===== src/cpu_defines.svh =====
`ifndef CPU_DEFINES_SVH
`define CPU_DEFINES_SVH

// ************************************************************************
// widths and memory sizes
// ************************************************************************

`define CPU_DBITS          32
`define CPU_REGNO_BITS     4
`define CPU_IMM_BITS       16
`define CPU_IMEM_WORDS     4096
`define CPU_DMEM_WORDS     4096
// word index into either memory, byte address bits 13..2
`define CPU_MEM_INDEX_BITS 12

// ************************************************************************
// reset PC and memory-mapped I/O
// ************************************************************************

`define CPU_START_PC       32'h0000_0100
`define CPU_ADDR_HEX       32'hFFFF_F000
`define CPU_ADDR_KEY       32'hFFFF_F080
`define CPU_HEX_BITS       24
`define CPU_HEX_RESET      24'hFEDEAD
`define CPU_KEY_BITS       4

// primary opcodes, bits 31..26
`define CPU_OP1_ALUR       6'b000000
`define CPU_OP1_BEQ        6'b001000
`define CPU_OP1_BLT        6'b001001
`define CPU_OP1_BLE        6'b001010
`define CPU_OP1_BNE        6'b001011
`define CPU_OP1_JAL        6'b001100
`define CPU_OP1_LW         6'b010010
`define CPU_OP1_SW         6'b011010
`define CPU_OP1_ADDI       6'b100000
`define CPU_OP1_ANDI       6'b100100
`define CPU_OP1_ORI        6'b100101
`define CPU_OP1_XORI       6'b100110

// secondary opcodes, bits 25..18, only under ALUR
`define CPU_OP2_EQ         8'b00001000
`define CPU_OP2_LT         8'b00001001
`define CPU_OP2_LE         8'b00001010
`define CPU_OP2_NE         8'b00001011
`define CPU_OP2_ADD        8'b00100000
`define CPU_OP2_AND        8'b00100100
`define CPU_OP2_OR         8'b00100101
`define CPU_OP2_XOR        8'b00100110
`define CPU_OP2_SUB        8'b00101000
`define CPU_OP2_NAND       8'b00101100
`define CPU_OP2_NOR        8'b00101101
`define CPU_OP2_NXOR       8'b00101110
`define CPU_OP2_RSHF       8'b00110000
`define CPU_OP2_LSHF       8'b00110001

`endif


===== src/cpu_pkg.sv =====
`include "cpu_defines.svh"

package cpu_pkg;

  // ************************************************************************
  // datapath types
  // ************************************************************************

  // one data word, also used for byte addresses and the PC
  typedef logic [`CPU_DBITS-1:0] word_t;

  // register number, sixteen registers
  typedef logic [`CPU_REGNO_BITS-1:0] regno_t;

  // ************************************************************************
  // instruction fields
  // ************************************************************************

  // primary opcode, bits 31..26
  typedef logic [5:0] op1_t;

  // secondary opcode, bits 25..18
  typedef logic [7:0] op2_t;

  // raw immediate, bits 23..8, sign-extended in decode
  typedef logic [`CPU_IMM_BITS-1:0] imm_t;

  // memories and display
  // word index into instruction or data memory
  typedef logic [`CPU_MEM_INDEX_BITS-1:0] mem_index_t;

  // value shown on the six-digit display
  typedef logic [`CPU_HEX_BITS-1:0] hex_t;

endpackage


===== src/register_file.sv =====
`timescale 1ns/1ns
`include "cpu_defines.svh"

module register_file import cpu_pkg::*; (
  input  logic   clk,
  input  logic   reset,
  input  regno_t rs,
  input  regno_t rt,
  output word_t  rs_value,
  output word_t  rt_value,
  input  logic   wb_en,
  input  regno_t wb_regno,
  input  word_t  wb_data
);

  word_t regs [0:(1 << `CPU_REGNO_BITS)-1];

  // single write port, written at the end of writeback
  always_ff @(posedge clk or posedge reset) begin
    if (reset) begin
      for (int i = 0; i < (1 << `CPU_REGNO_BITS); i++) begin
        regs[i] <= '0;
      end
    end else if (wb_en) begin
      regs[wb_regno] <= wb_data;
    end
  end

  // read ports
  // a register being written this cycle is passed straight through,
  // so decode never has to wait an extra cycle for writeback
  assign rs_value = (wb_en && (wb_regno == rs)) ? wb_data : regs[rs];
  assign rt_value = (wb_en && (wb_regno == rt)) ? wb_data : regs[rt];

endmodule


===== config.mk =====
export PLATFORM = sky130hd
export DESIGN_NAME = register_file
export DESIGN_NICKNAME = d
export VERILOG_FILES = /design/src/cpu_pkg.sv /design/src/register_file.sv
export VERILOG_INCLUDE_DIRS = /design/src /design/src/src
export SDC_FILE = /design/constraint.sdc
export NUM_CORES = 1
export LEC_CHECK = 0
export BUFFER_PORTS_ARGS = -buffer_cell sky130_fd_sc_hd__buf_2
export CAP_MARGIN = 30
export CORE_MARGIN = 2
export CORE_UTILIZATION = 55
export DETAILED_ROUTE_END_ITERATION = 10
export GPL_ROUTABILITY_DRIVEN = 0
export PLACE_DENSITY = 0.8
export SLEW_MARGIN = 20
export SYNTH_ARGS = -nofsm -noshare
export SYNTH_HDL_FRONTEND = slang
export SYNTH_SLANG_ARGS = --single-unit

===== constraint.sdc =====
create_clock -name clk -period 20.3 [get_ports clk]
set_input_delay 4.06 -clock clk [delete_from_list [all_inputs] [get_ports clk]]
set_output_delay 4.06 -clock clk [all_outputs]
set_load 0.05 [all_outputs]

==> results.cfg <==
[global_route]
grt_overflow = 0
antenna_found_initial = 2
grt_start_max_net_pins = 138
grt_pass1_wl_um = 111000
first_global_vias = 18211
grt_usage_pct = 29.0

[clocking]
root_buffer = clkbuf_16
h-tree-depth = 2
insertion_delay_ps = 610
hold_buffers = 0
cts_tree = done
cts_sinks = 512
cts_setup_buffers = 0
clkTransAtPathRegs_ps = 60
post_cts_resized = 0
numCtsBuffers = 54
cts_buffer_depth = 3

[routing]
ant_nets = 0
wl_per_cell_um = 29.0
drc = 0
drt_pass1_iterations = 5
vias_per_cell = 6.84
wirelength_um = 72300
num_vias = 17043
first_iter_violations = 1591

[run_status]
status = finished clean

[synth]
synth_common_cells = mux2_2 (563), dfrtp_1 (512), mux4_2 (258)
synth_ff_type = dfrtp_1
ys_seq_area_share_pct = 46.9
synth_edf_count = 0
syn_area_um2 = 27300
avgSynthCellArea_um2 = 15.5
yosysMostFrequentCell = mux2_2
ys_types = 22
syn_inst = 1757
ys_seq_elements = 512
yosys_warnings = 0
synth_top_area_share_pct = 46.9
netlist_top_cells_area = dfrtp_1 (47%), mux2_2 (23%), mux4_2 (21%)
synth_area_leader_cell = dfrtp_1
synthArstFlopShare_pct = 100
syn-num-nets = 1804

[placed_design]
io_buffer_count = 110
placed_cells = 2392
dpl.hpwl_um = 42500

[setup_path]
critPathKind = input pin to output pin
arrival_ps = 7150
critPathMaxFanout = 43
required_ps = 16240
critPathCaptureType = output pin
start_kind = input pin

[finish]
area_growth_pct = 11.5
fillers = 3435
top_register = regs
layout.cells.non_filler = 2493
drive_gt1_share_pct = 59.6
largest_reg_flops = 512
reg_top3 = regs: 512 flops
fin_nets = 1834

[power_and_ir_drop]
ir_worst_vdd_mv = 0.0714
power_mw = 3.33
leakagePower_nw = 12.7
p_per_area_nw_per_um2 = 109

[timing]
setup_viol = 0
post-route-min-period_ps = 11210
min_period_over_period_pct = 55.2
fmax_ghz = 0.0892
drv_slew = 0
hold_violations = 0
skew_ps = 0
slew_headroom_pct = 30.7
worstMarginPinSlew_ps = 1040
rsz0062_at_grt = no
setup_tns_ps = 0
timing.hold.ws_ps = 520

[die]
io_pins = 111
row_count = 81
start_util_pct = 55.8
die_x_um = 227
dieArea_um2 = 51400
die_h_um = 227
core_region_area_um2 = 49000

[worst_hold_path]
hold_path.class = flop to flop

[flow_run]
drv_cap = 0
-- cell type report --
cell class / instances / area [um2] / area share (%)
flip-flops and latches: 512 / 12800 / 42.1
diodes: 2 / 5.00 / 0.0164
well taps: 664 / 831 / 2.73
inverters: 1 / 11.3 / 0.0370
clock inverters: 20 / 278 / 0.912
clock buffers: 76 / 1560 / 5.14
repair buffers: 154 / 1070 / 3.50
multi-input cells: 1064 / 13900 / 45.6
-- cell families after synthesis --
| group | Yosys count | synth area share (%) |
|---|---|---|
| mux | 834 | 45.0 |
| flops | 512 | 46.9 |
| buf+inv | 181 | 2.78 |
| compound gates | 124 | 3.41 |
| simple gates | 98 | 1.59 |
| xor+xnor | 8 | 0.257 |
-- metrics by stage --
step                utilization, %  setup WS (ps)  cell area, um2
finish                        62.2           9090           30500
global route                  62.2           8830           30400
CTS                           62.0           9000           30400
detailed placement            58.3           9010           28500
global placement              58.0           8950           28400
floorplan                        -           1940           27300
-- where the power goes --
| part | switching, mW | internal (mW) | total (mW) |
|---|---|---|---|
| sequential | 0.175 | 1.26 | 1.44 |
| clock | 0.418 | 0.612 | 1.03 |
| combinational | 0.392 | 0.469 | 0.861 |
-- routing by layer --
| layer | track usage (%) | part of all wire, % | wire length (um) |
|---|---|---|---|
| met1 | 39.1 | 40 | 28700 |
| met2 | 46.5 | 48 | 34900 |
| met4 | 13.1 | 4.5 | 3250 |
| met5 | 0 | 0 | 0 |
| met3 | 4.95 | 7.4 | 5340 |
-- final timing paths --
path	startpoint	to	slack, ps	cells after the start
max in group asynchronous	reset	regs[264]	14460	5
min reg2reg	regs[467]	regs[467]	520	1
max	rt[0]	rt_value[19]	9090	8
min	regs[467]	regs[467]	520	1
min in group asynchronous	reset	regs[152]	3450	2
max reg2reg	regs[109]	regs[109]	19480	1
-- cell usage in the layout, fill, tap and decap left out, drive strengths merged --
cell      instances
dfrtp           512
buf             152
nand2            66
xnor2             2
nand2b            4
xor2              6
diode             2
nand3b            2
mux4            258
clkbuf           78
clkinv            9
nor2b             5
inv               4
clkinvlp          2
nor2             12
nor3b             1
bufinv            6
or3               3
and2              2
a22oi           124
nand3             1
nor4              2
mux2            576
-- critical path: stages --
cell and delay, ps:
clkbuf_8 450, buf_4 770, xnor2_1 220, nand2_1 120
nor4_4 290, buf_4 540, mux2_2 400, buf_2 210
Power figures use the tool's default switching activity.
