[src/cpu_defines.svh]
`ifndef CPU_DEFINES_SVH
`define CPU_DEFINES_SVH

// ************************************************************************
// widths and memory sizes
// ************************************************************************

`define CPU_DBITS          32
`define CPU_REGNO_BITS     4
`define CPU_IMM_BITS       16
`define CPU_IMEM_WORDS     4096
`define CPU_DMEM_WORDS     4096
// word index into either memory, byte address bits 13..2
`define CPU_MEM_INDEX_BITS 12

// ************************************************************************
// reset PC and memory-mapped I/O
// ************************************************************************

`define CPU_START_PC       32'h0000_0100
`define CPU_ADDR_HEX       32'hFFFF_F000
`define CPU_ADDR_KEY       32'hFFFF_F080
`define CPU_HEX_BITS       24
`define CPU_HEX_RESET      24'hFEDEAD
`define CPU_KEY_BITS       4

// primary opcodes, bits 31..26
`define CPU_OP1_ALUR       6'b000000
`define CPU_OP1_BEQ        6'b001000
`define CPU_OP1_BLT        6'b001001
`define CPU_OP1_BLE        6'b001010
`define CPU_OP1_BNE        6'b001011
`define CPU_OP1_JAL        6'b001100
`define CPU_OP1_LW         6'b010010
`define CPU_OP1_SW         6'b011010
`define CPU_OP1_ADDI       6'b100000
`define CPU_OP1_ANDI       6'b100100
`define CPU_OP1_ORI        6'b100101
`define CPU_OP1_XORI       6'b100110

// secondary opcodes, bits 25..18, only under ALUR
`define CPU_OP2_EQ         8'b00001000
`define CPU_OP2_LT         8'b00001001
`define CPU_OP2_LE         8'b00001010
`define CPU_OP2_NE         8'b00001011
`define CPU_OP2_ADD        8'b00100000
`define CPU_OP2_AND        8'b00100100
`define CPU_OP2_OR         8'b00100101
`define CPU_OP2_XOR        8'b00100110
`define CPU_OP2_SUB        8'b00101000
`define CPU_OP2_NAND       8'b00101100
`define CPU_OP2_NOR        8'b00101101
`define CPU_OP2_NXOR       8'b00101110
`define CPU_OP2_RSHF       8'b00110000
`define CPU_OP2_LSHF       8'b00110001

`endif

[src/cpu_pkg.sv]
`include "cpu_defines.svh"

package cpu_pkg;

  // ************************************************************************
  // datapath types
  // ************************************************************************

  // one data word, also used for byte addresses and the PC
  typedef logic [`CPU_DBITS-1:0] word_t;

  // register number, sixteen registers
  typedef logic [`CPU_REGNO_BITS-1:0] regno_t;

  // ************************************************************************
  // instruction fields
  // ************************************************************************

  // primary opcode, bits 31..26
  typedef logic [5:0] op1_t;

  // secondary opcode, bits 25..18
  typedef logic [7:0] op2_t;

  // raw immediate, bits 23..8, sign-extended in decode
  typedef logic [`CPU_IMM_BITS-1:0] imm_t;

  // memories and display
  // word index into instruction or data memory
  typedef logic [`CPU_MEM_INDEX_BITS-1:0] mem_index_t;

  // value shown on the six-digit display
  typedef logic [`CPU_HEX_BITS-1:0] hex_t;

endpackage

[src/decode_stage.sv]
`timescale 1ns/1ns
`include "cpu_defines.svh"

module decode_stage import cpu_pkg::*; (
  input  logic   clk,
  input  logic   reset,
  input  word_t  inst_fd,
  input  word_t  pc_fd,
  output regno_t rs,
  output regno_t rt,
  input  word_t  rs_value,
  input  word_t  rt_value,
  input  logic   redirect,
  input  logic   ex_wr_reg,
  input  logic   mem_wr_reg,
  input  regno_t ex_wregno,
  input  regno_t mem_wregno,
  output logic   stall,
  output op1_t   op1,
  output op2_t   op2,
  output word_t  a,
  output word_t  b,
  output word_t  imm,
  output word_t  pc_de,
  output regno_t wregno,
  output logic   wr_reg,
  output logic   rd_mem,
  output logic   wr_mem,
  output logic   branch,
  output logic   jump
);

  op1_t   op1_w;
  op2_t   op2_w;
  imm_t   imm_w;
  regno_t rd_w;
  regno_t wregno_w;
  logic   is_alur, is_alui, is_lw, is_sw, is_br, is_jal;
  logic   uses_rs, uses_rt, wr_reg_w;
  logic   hazard_ex, hazard_mem;

  // ************************************************************************
  // field extraction and opcode classes
  // ************************************************************************

  // imm overlaps op2 and rd, each class only looks at its own fields
  assign op1_w = inst_fd[31:26];
  assign op2_w = inst_fd[25:18];
  assign imm_w = inst_fd[23:8];
  assign rd_w  = inst_fd[11:8];
  assign rs    = inst_fd[7:4];
  assign rt    = inst_fd[3:0];

  assign is_alur = (op1_w == `CPU_OP1_ALUR);
  assign is_alui = (op1_w == `CPU_OP1_ADDI) || (op1_w == `CPU_OP1_ANDI) ||
                   (op1_w == `CPU_OP1_ORI)  || (op1_w == `CPU_OP1_XORI);
  assign is_lw   = (op1_w == `CPU_OP1_LW);
  assign is_sw   = (op1_w == `CPU_OP1_SW);
  assign is_br   = (op1_w == `CPU_OP1_BEQ) || (op1_w == `CPU_OP1_BLT) ||
                   (op1_w == `CPU_OP1_BLE) || (op1_w == `CPU_OP1_BNE);
  assign is_jal  = (op1_w == `CPU_OP1_JAL);

  // which sources are really read; a bubble reads nothing
  assign uses_rs = is_alur || is_alui || is_lw || is_sw || is_br || is_jal;
  assign uses_rt = is_alur || is_sw || is_br;

  // destination is rd for ALUR, rt for immediates, LW and the JAL link
  assign wr_reg_w = is_alur || is_alui || is_lw || is_jal;
  assign wregno_w = is_alur ? rd_w : rt;

  // ************************************************************************
  // RAW hazard against execute and memory
  // ************************************************************************

  assign hazard_ex  = ex_wr_reg &&
                      ((uses_rs && (ex_wregno == rs)) || (uses_rt && (ex_wregno == rt)));
  assign hazard_mem = mem_wr_reg &&
                      ((uses_rs && (mem_wregno == rs)) || (uses_rt && (mem_wregno == rt)));
  // a writer already in writeback is covered by the register file bypass
  assign stall = hazard_ex || hazard_mem;

  // decode latch, control part
  // stall or redirect sends a bubble into execute
  always_ff @(posedge clk or posedge reset) begin
    if (reset) begin
      wr_reg <= 1'b0;
      rd_mem <= 1'b0;
      wr_mem <= 1'b0;
      branch <= 1'b0;
      jump   <= 1'b0;
    end else if (redirect || stall) begin
      wr_reg <= 1'b0;
      rd_mem <= 1'b0;
      wr_mem <= 1'b0;
      branch <= 1'b0;
      jump   <= 1'b0;
    end else begin
      wr_reg <= wr_reg_w;
      rd_mem <= is_lw;
      wr_mem <= is_sw;
      branch <= is_br;
      jump   <= is_jal;
    end
  end

  // decode latch, payload part
  always_ff @(posedge clk) begin
    op1    <= op1_w;
    op2    <= op2_w;
    a      <= rs_value;
    b      <= rt_value;
    imm    <= {{(`CPU_DBITS-`CPU_IMM_BITS){imm_w[`CPU_IMM_BITS-1]}}, imm_w};
    pc_de  <= pc_fd;
    wregno <= wregno_w;
  end

endmodule

[config.mk]
export PLATFORM = sky130hd
export DESIGN_NAME = decode_stage
export DESIGN_NICKNAME = d
export VERILOG_FILES = /design/src/cpu_pkg.sv /design/src/decode_stage.sv
export VERILOG_INCLUDE_DIRS = /design/src /design/src/src
export SDC_FILE = /design/constraint.sdc
export NUM_CORES = 1
export LEC_CHECK = 0
export ABC_AREA = 1
export BUFFER_PORTS_ARGS = -buffer_cell sky130_fd_sc_hd__buf_2
export CORE_MARGIN = 10
export CORE_UTILIZATION = 33
export DETAILED_ROUTE_END_ITERATION = 7
export PLACE_DENSITY_LB_ADDON = 0.1
export SYNTH_ARGS = -nofsm -noshare
export SYNTH_HDL_FRONTEND = slang
export SYNTH_SLANG_ARGS = --single-unit
[constraint.sdc]
create_clock -name clk -period 0.92 [get_ports clk]
set_input_delay 0.092 -clock clk [delete_from_list [all_inputs] [get_ports clk]]
set_output_delay 0.092 -clock clk [all_outputs]
set_load 0.02 [all_outputs]
==> summary.txt <==
Outcome
  – Run status: finished with violations
  – Violated checks: setup timing

Clock tree
  – CTS clk-pin slew, worst paths: 60 ps
  – Root Buffer: clkbuf_8
  – CTS tree: built
  – CTS Buf Count: 17
  – H-tree Lvls: 4
  – Clock Path Buffers: 2
  – Clk sinks: 129

Layout
  – Share of layout cells above drive strength 1: 75.5%
  – Post-route insts no fill: about 830
  – Largest registers: a (32), b (32), pc_de (32)
  – Area growth syn-to-layout: 143%
  – Nets: 822
  – Post-route core utilization: 82.3%

Global route
  – Initial antenna violation count: 2
  – Total GRT Usage: 22.2%
  – Largest net degree at the start of global routing: 19
  – Vias in the first global route: 3971
  – First-pass GRT wire length: 24200 um
  – Gr ovfl total: 0

Floorplan
  – Die height: 120 um
  – FP Rows: 36
  – Initial Util: 33.9%
  – Die area: 0.0144 sq mm
  – Core region area: approximately 0.0098 sq mm
  – # IOs: 301
  – Die W: 120 um

Pwr
  – P_leak: roughly 3.8 nW
  – Power per cell area: between 1500 and 2000 mW/mm^2
  – PnR Total Power: 14.7 mW
  – VDD IR max: 1.07 mV

Worst setup path
  – Critical Path End: imm[22]
  – Startpoint Class: register
  – CP Launch Point: op2[5]
  – Worst Path Arrival: around 1200 ps
  – Crit end category: output port
  – WP data required: 830 ps
  – CP Class: register to output port
  – Crit-path max FO: 9

Detailed routing
  – Via Count: about 3400
  – Initial drt markers: 192
  – Detail-routed via count per cell: 4.11
  – Post-route ant nets: 0
  – First-pass detailed-route iteration total: 6
  – Drt drc: 0
  – Post-DR wirelength/cell: 20.6 um
  – Routed wire length: 17100 um

Logic synthesis
  – Syn_nets: 376
  – Sequential share of the synthesized area: 78.7%
  – Count of different cell masters after synthesis: 17
  – Gate Count Post-Synth: 235
  – Cell area after synthesis: about 0.0033 sq mm
  – Cell taking the most area after synthesis: dfxtp_1
  – Synth area leaders: dfxtp_1, buf_4, dfrtp_1, xnor2_1, xor2_1
  – Top-area cell type share of the netlist area: 74.9%
  – Yosys reg bits: 129
  – Yosys warnings: 0
  – Syn_area_per_cell: 14.1 sq um

STA
  – Max Freq: 796 MHz
  – Final Hold Vio Count: 0
  – Max_slew headroom: 81.2%
  – Final setup vio count: 153
  – Min setup slack post-route: -337 ps
  – Fin crit share: 137%
  – Unrepaired setup endpoints after global routing: true
  – Worst-margin pin slew: 282 ps
  – Slew Limit Fails: 0
  – Fin Hold WS: 36.2 ps
  – Final worst path period need: roughly 1300 ps

Min path
  – Type of the tightest min-delay check: input port to async pin

Flow run
  – Max-cap viol count: 0

Place
  – Final HPWL from detailed placement: about 10000 um
  – GPL Wtd Cong: 0.771
  – PortBufs: 300
  – Dpl cells: approximately 650
[critical path, cell delays in order, from the launching register on]
cell and delay [ps]:
dfxtp_4 360, buf_12 140, buf_4 160
[cell families (layout without fill, tap and decap cells)]
family | after synthesis | after routing | synth area share [%]
AND/OR/NAND/NOR | 46 | 46 | 7.78
buffers and inverters | 40 | 498 | 7.93
flip-flops | 129 | 129 | 78.7
multiplexers | 4 | 4 | 1.36
XOR/XNOR | 16 | 16 | 4.23
other | 0 | 2 | 0
[metal layers]
layer | track usage (%) | wire length, um | up-vias
met2 | 43.7 | 9790 | 188
li1 | - | - | 1589
met4 | 7.84 | 445 | 0
met3 | 8.61 | 1260 | 24
met1 | 20.1 | 5600 | 1602
met5 | 0 | 0 | -
[synth_stat cells, drive strengths merged]
master and instances:
or2 1, nand3 6, buf 30, and2 1
nor3 5, nor2 13, mux2 4, xor2 8
dfrtp 5, dfxtp 124, nand2 20, inv 10
xnor2 8
[stage by stage]
stage	cell area [sq um]	setup WS (ps)	TNS [ps]
after CTS	7890	-316	-26130
after global routing	8050	-377	-28040
final	8050	-337	-22360
after detailed placement	4830	-338	-2350
after floorplan	3340	-26.9	-157
after global placement	4830	-305	-2040
[how the worst min path moves through the flow]
stage | endpoint | slack [ps]
after floorplan | branch | -130
after global placement | branch | -10
after detailed placement | wr_mem | -10
after CTS | op1[4] | -320
after global routing | wr_mem | 40
final | branch | 40
[cell usage in the layout (no fill, tap or decap)]
cell type and n:
and2_2 1, buf_12 2, buf_2 142, buf_4 39
buf_6 145, buf_8 2, bufinv_16 2, clkbuf_1 3
clkbuf_16 16, clkbuf_8 2, clkinv_2 4, clkinv_4 2
clkinvlp_4 2, dfrtp_1 5, dfxtp_2 123, dfxtp_4 1
diode_2 2, dlygate4sd3_1 127, inv_1 6, inv_2 3
inv_4 1, mux2_2 4, nand2_1 11, nand2_2 9
nand3_2 4, nand3_4 2, nor2_2 4, nor2_4 9
nor3_1 1, nor3_2 4, or2_1 1, xnor2_1 8
xor2_1 8
[timing repair]
action | 4_1_cts | 5_1_grt
buffers inserted | 26 | 4
cloned | 0 | 0
gates resized for setup | 414 | 56
endpoints found under the setup margin | 152 | 157
pin swaps | 22 | 14
hold endpoints to repair | 134 | 2
hold buffers | 125 | 2
[cell type report]
type	count	area (sq um)
antenna	2	5.00
clock buffer	21	439
clock inverter	10	113
fill	503	1730
inverter	10	40.0
multi-input combinational	66	543
sequential	129	2770
tap	133	166
timing repair buffer	457	3980
[power by group]
part / internal [mW] / switching, mW / total, mW
logic: 1.32 / 1.04 / 2.36
registers: 5.95 / 0.164 / 6.11
clock network: 3.89 / 2.37 / 6.27
(Power assumes the default switching activity.)
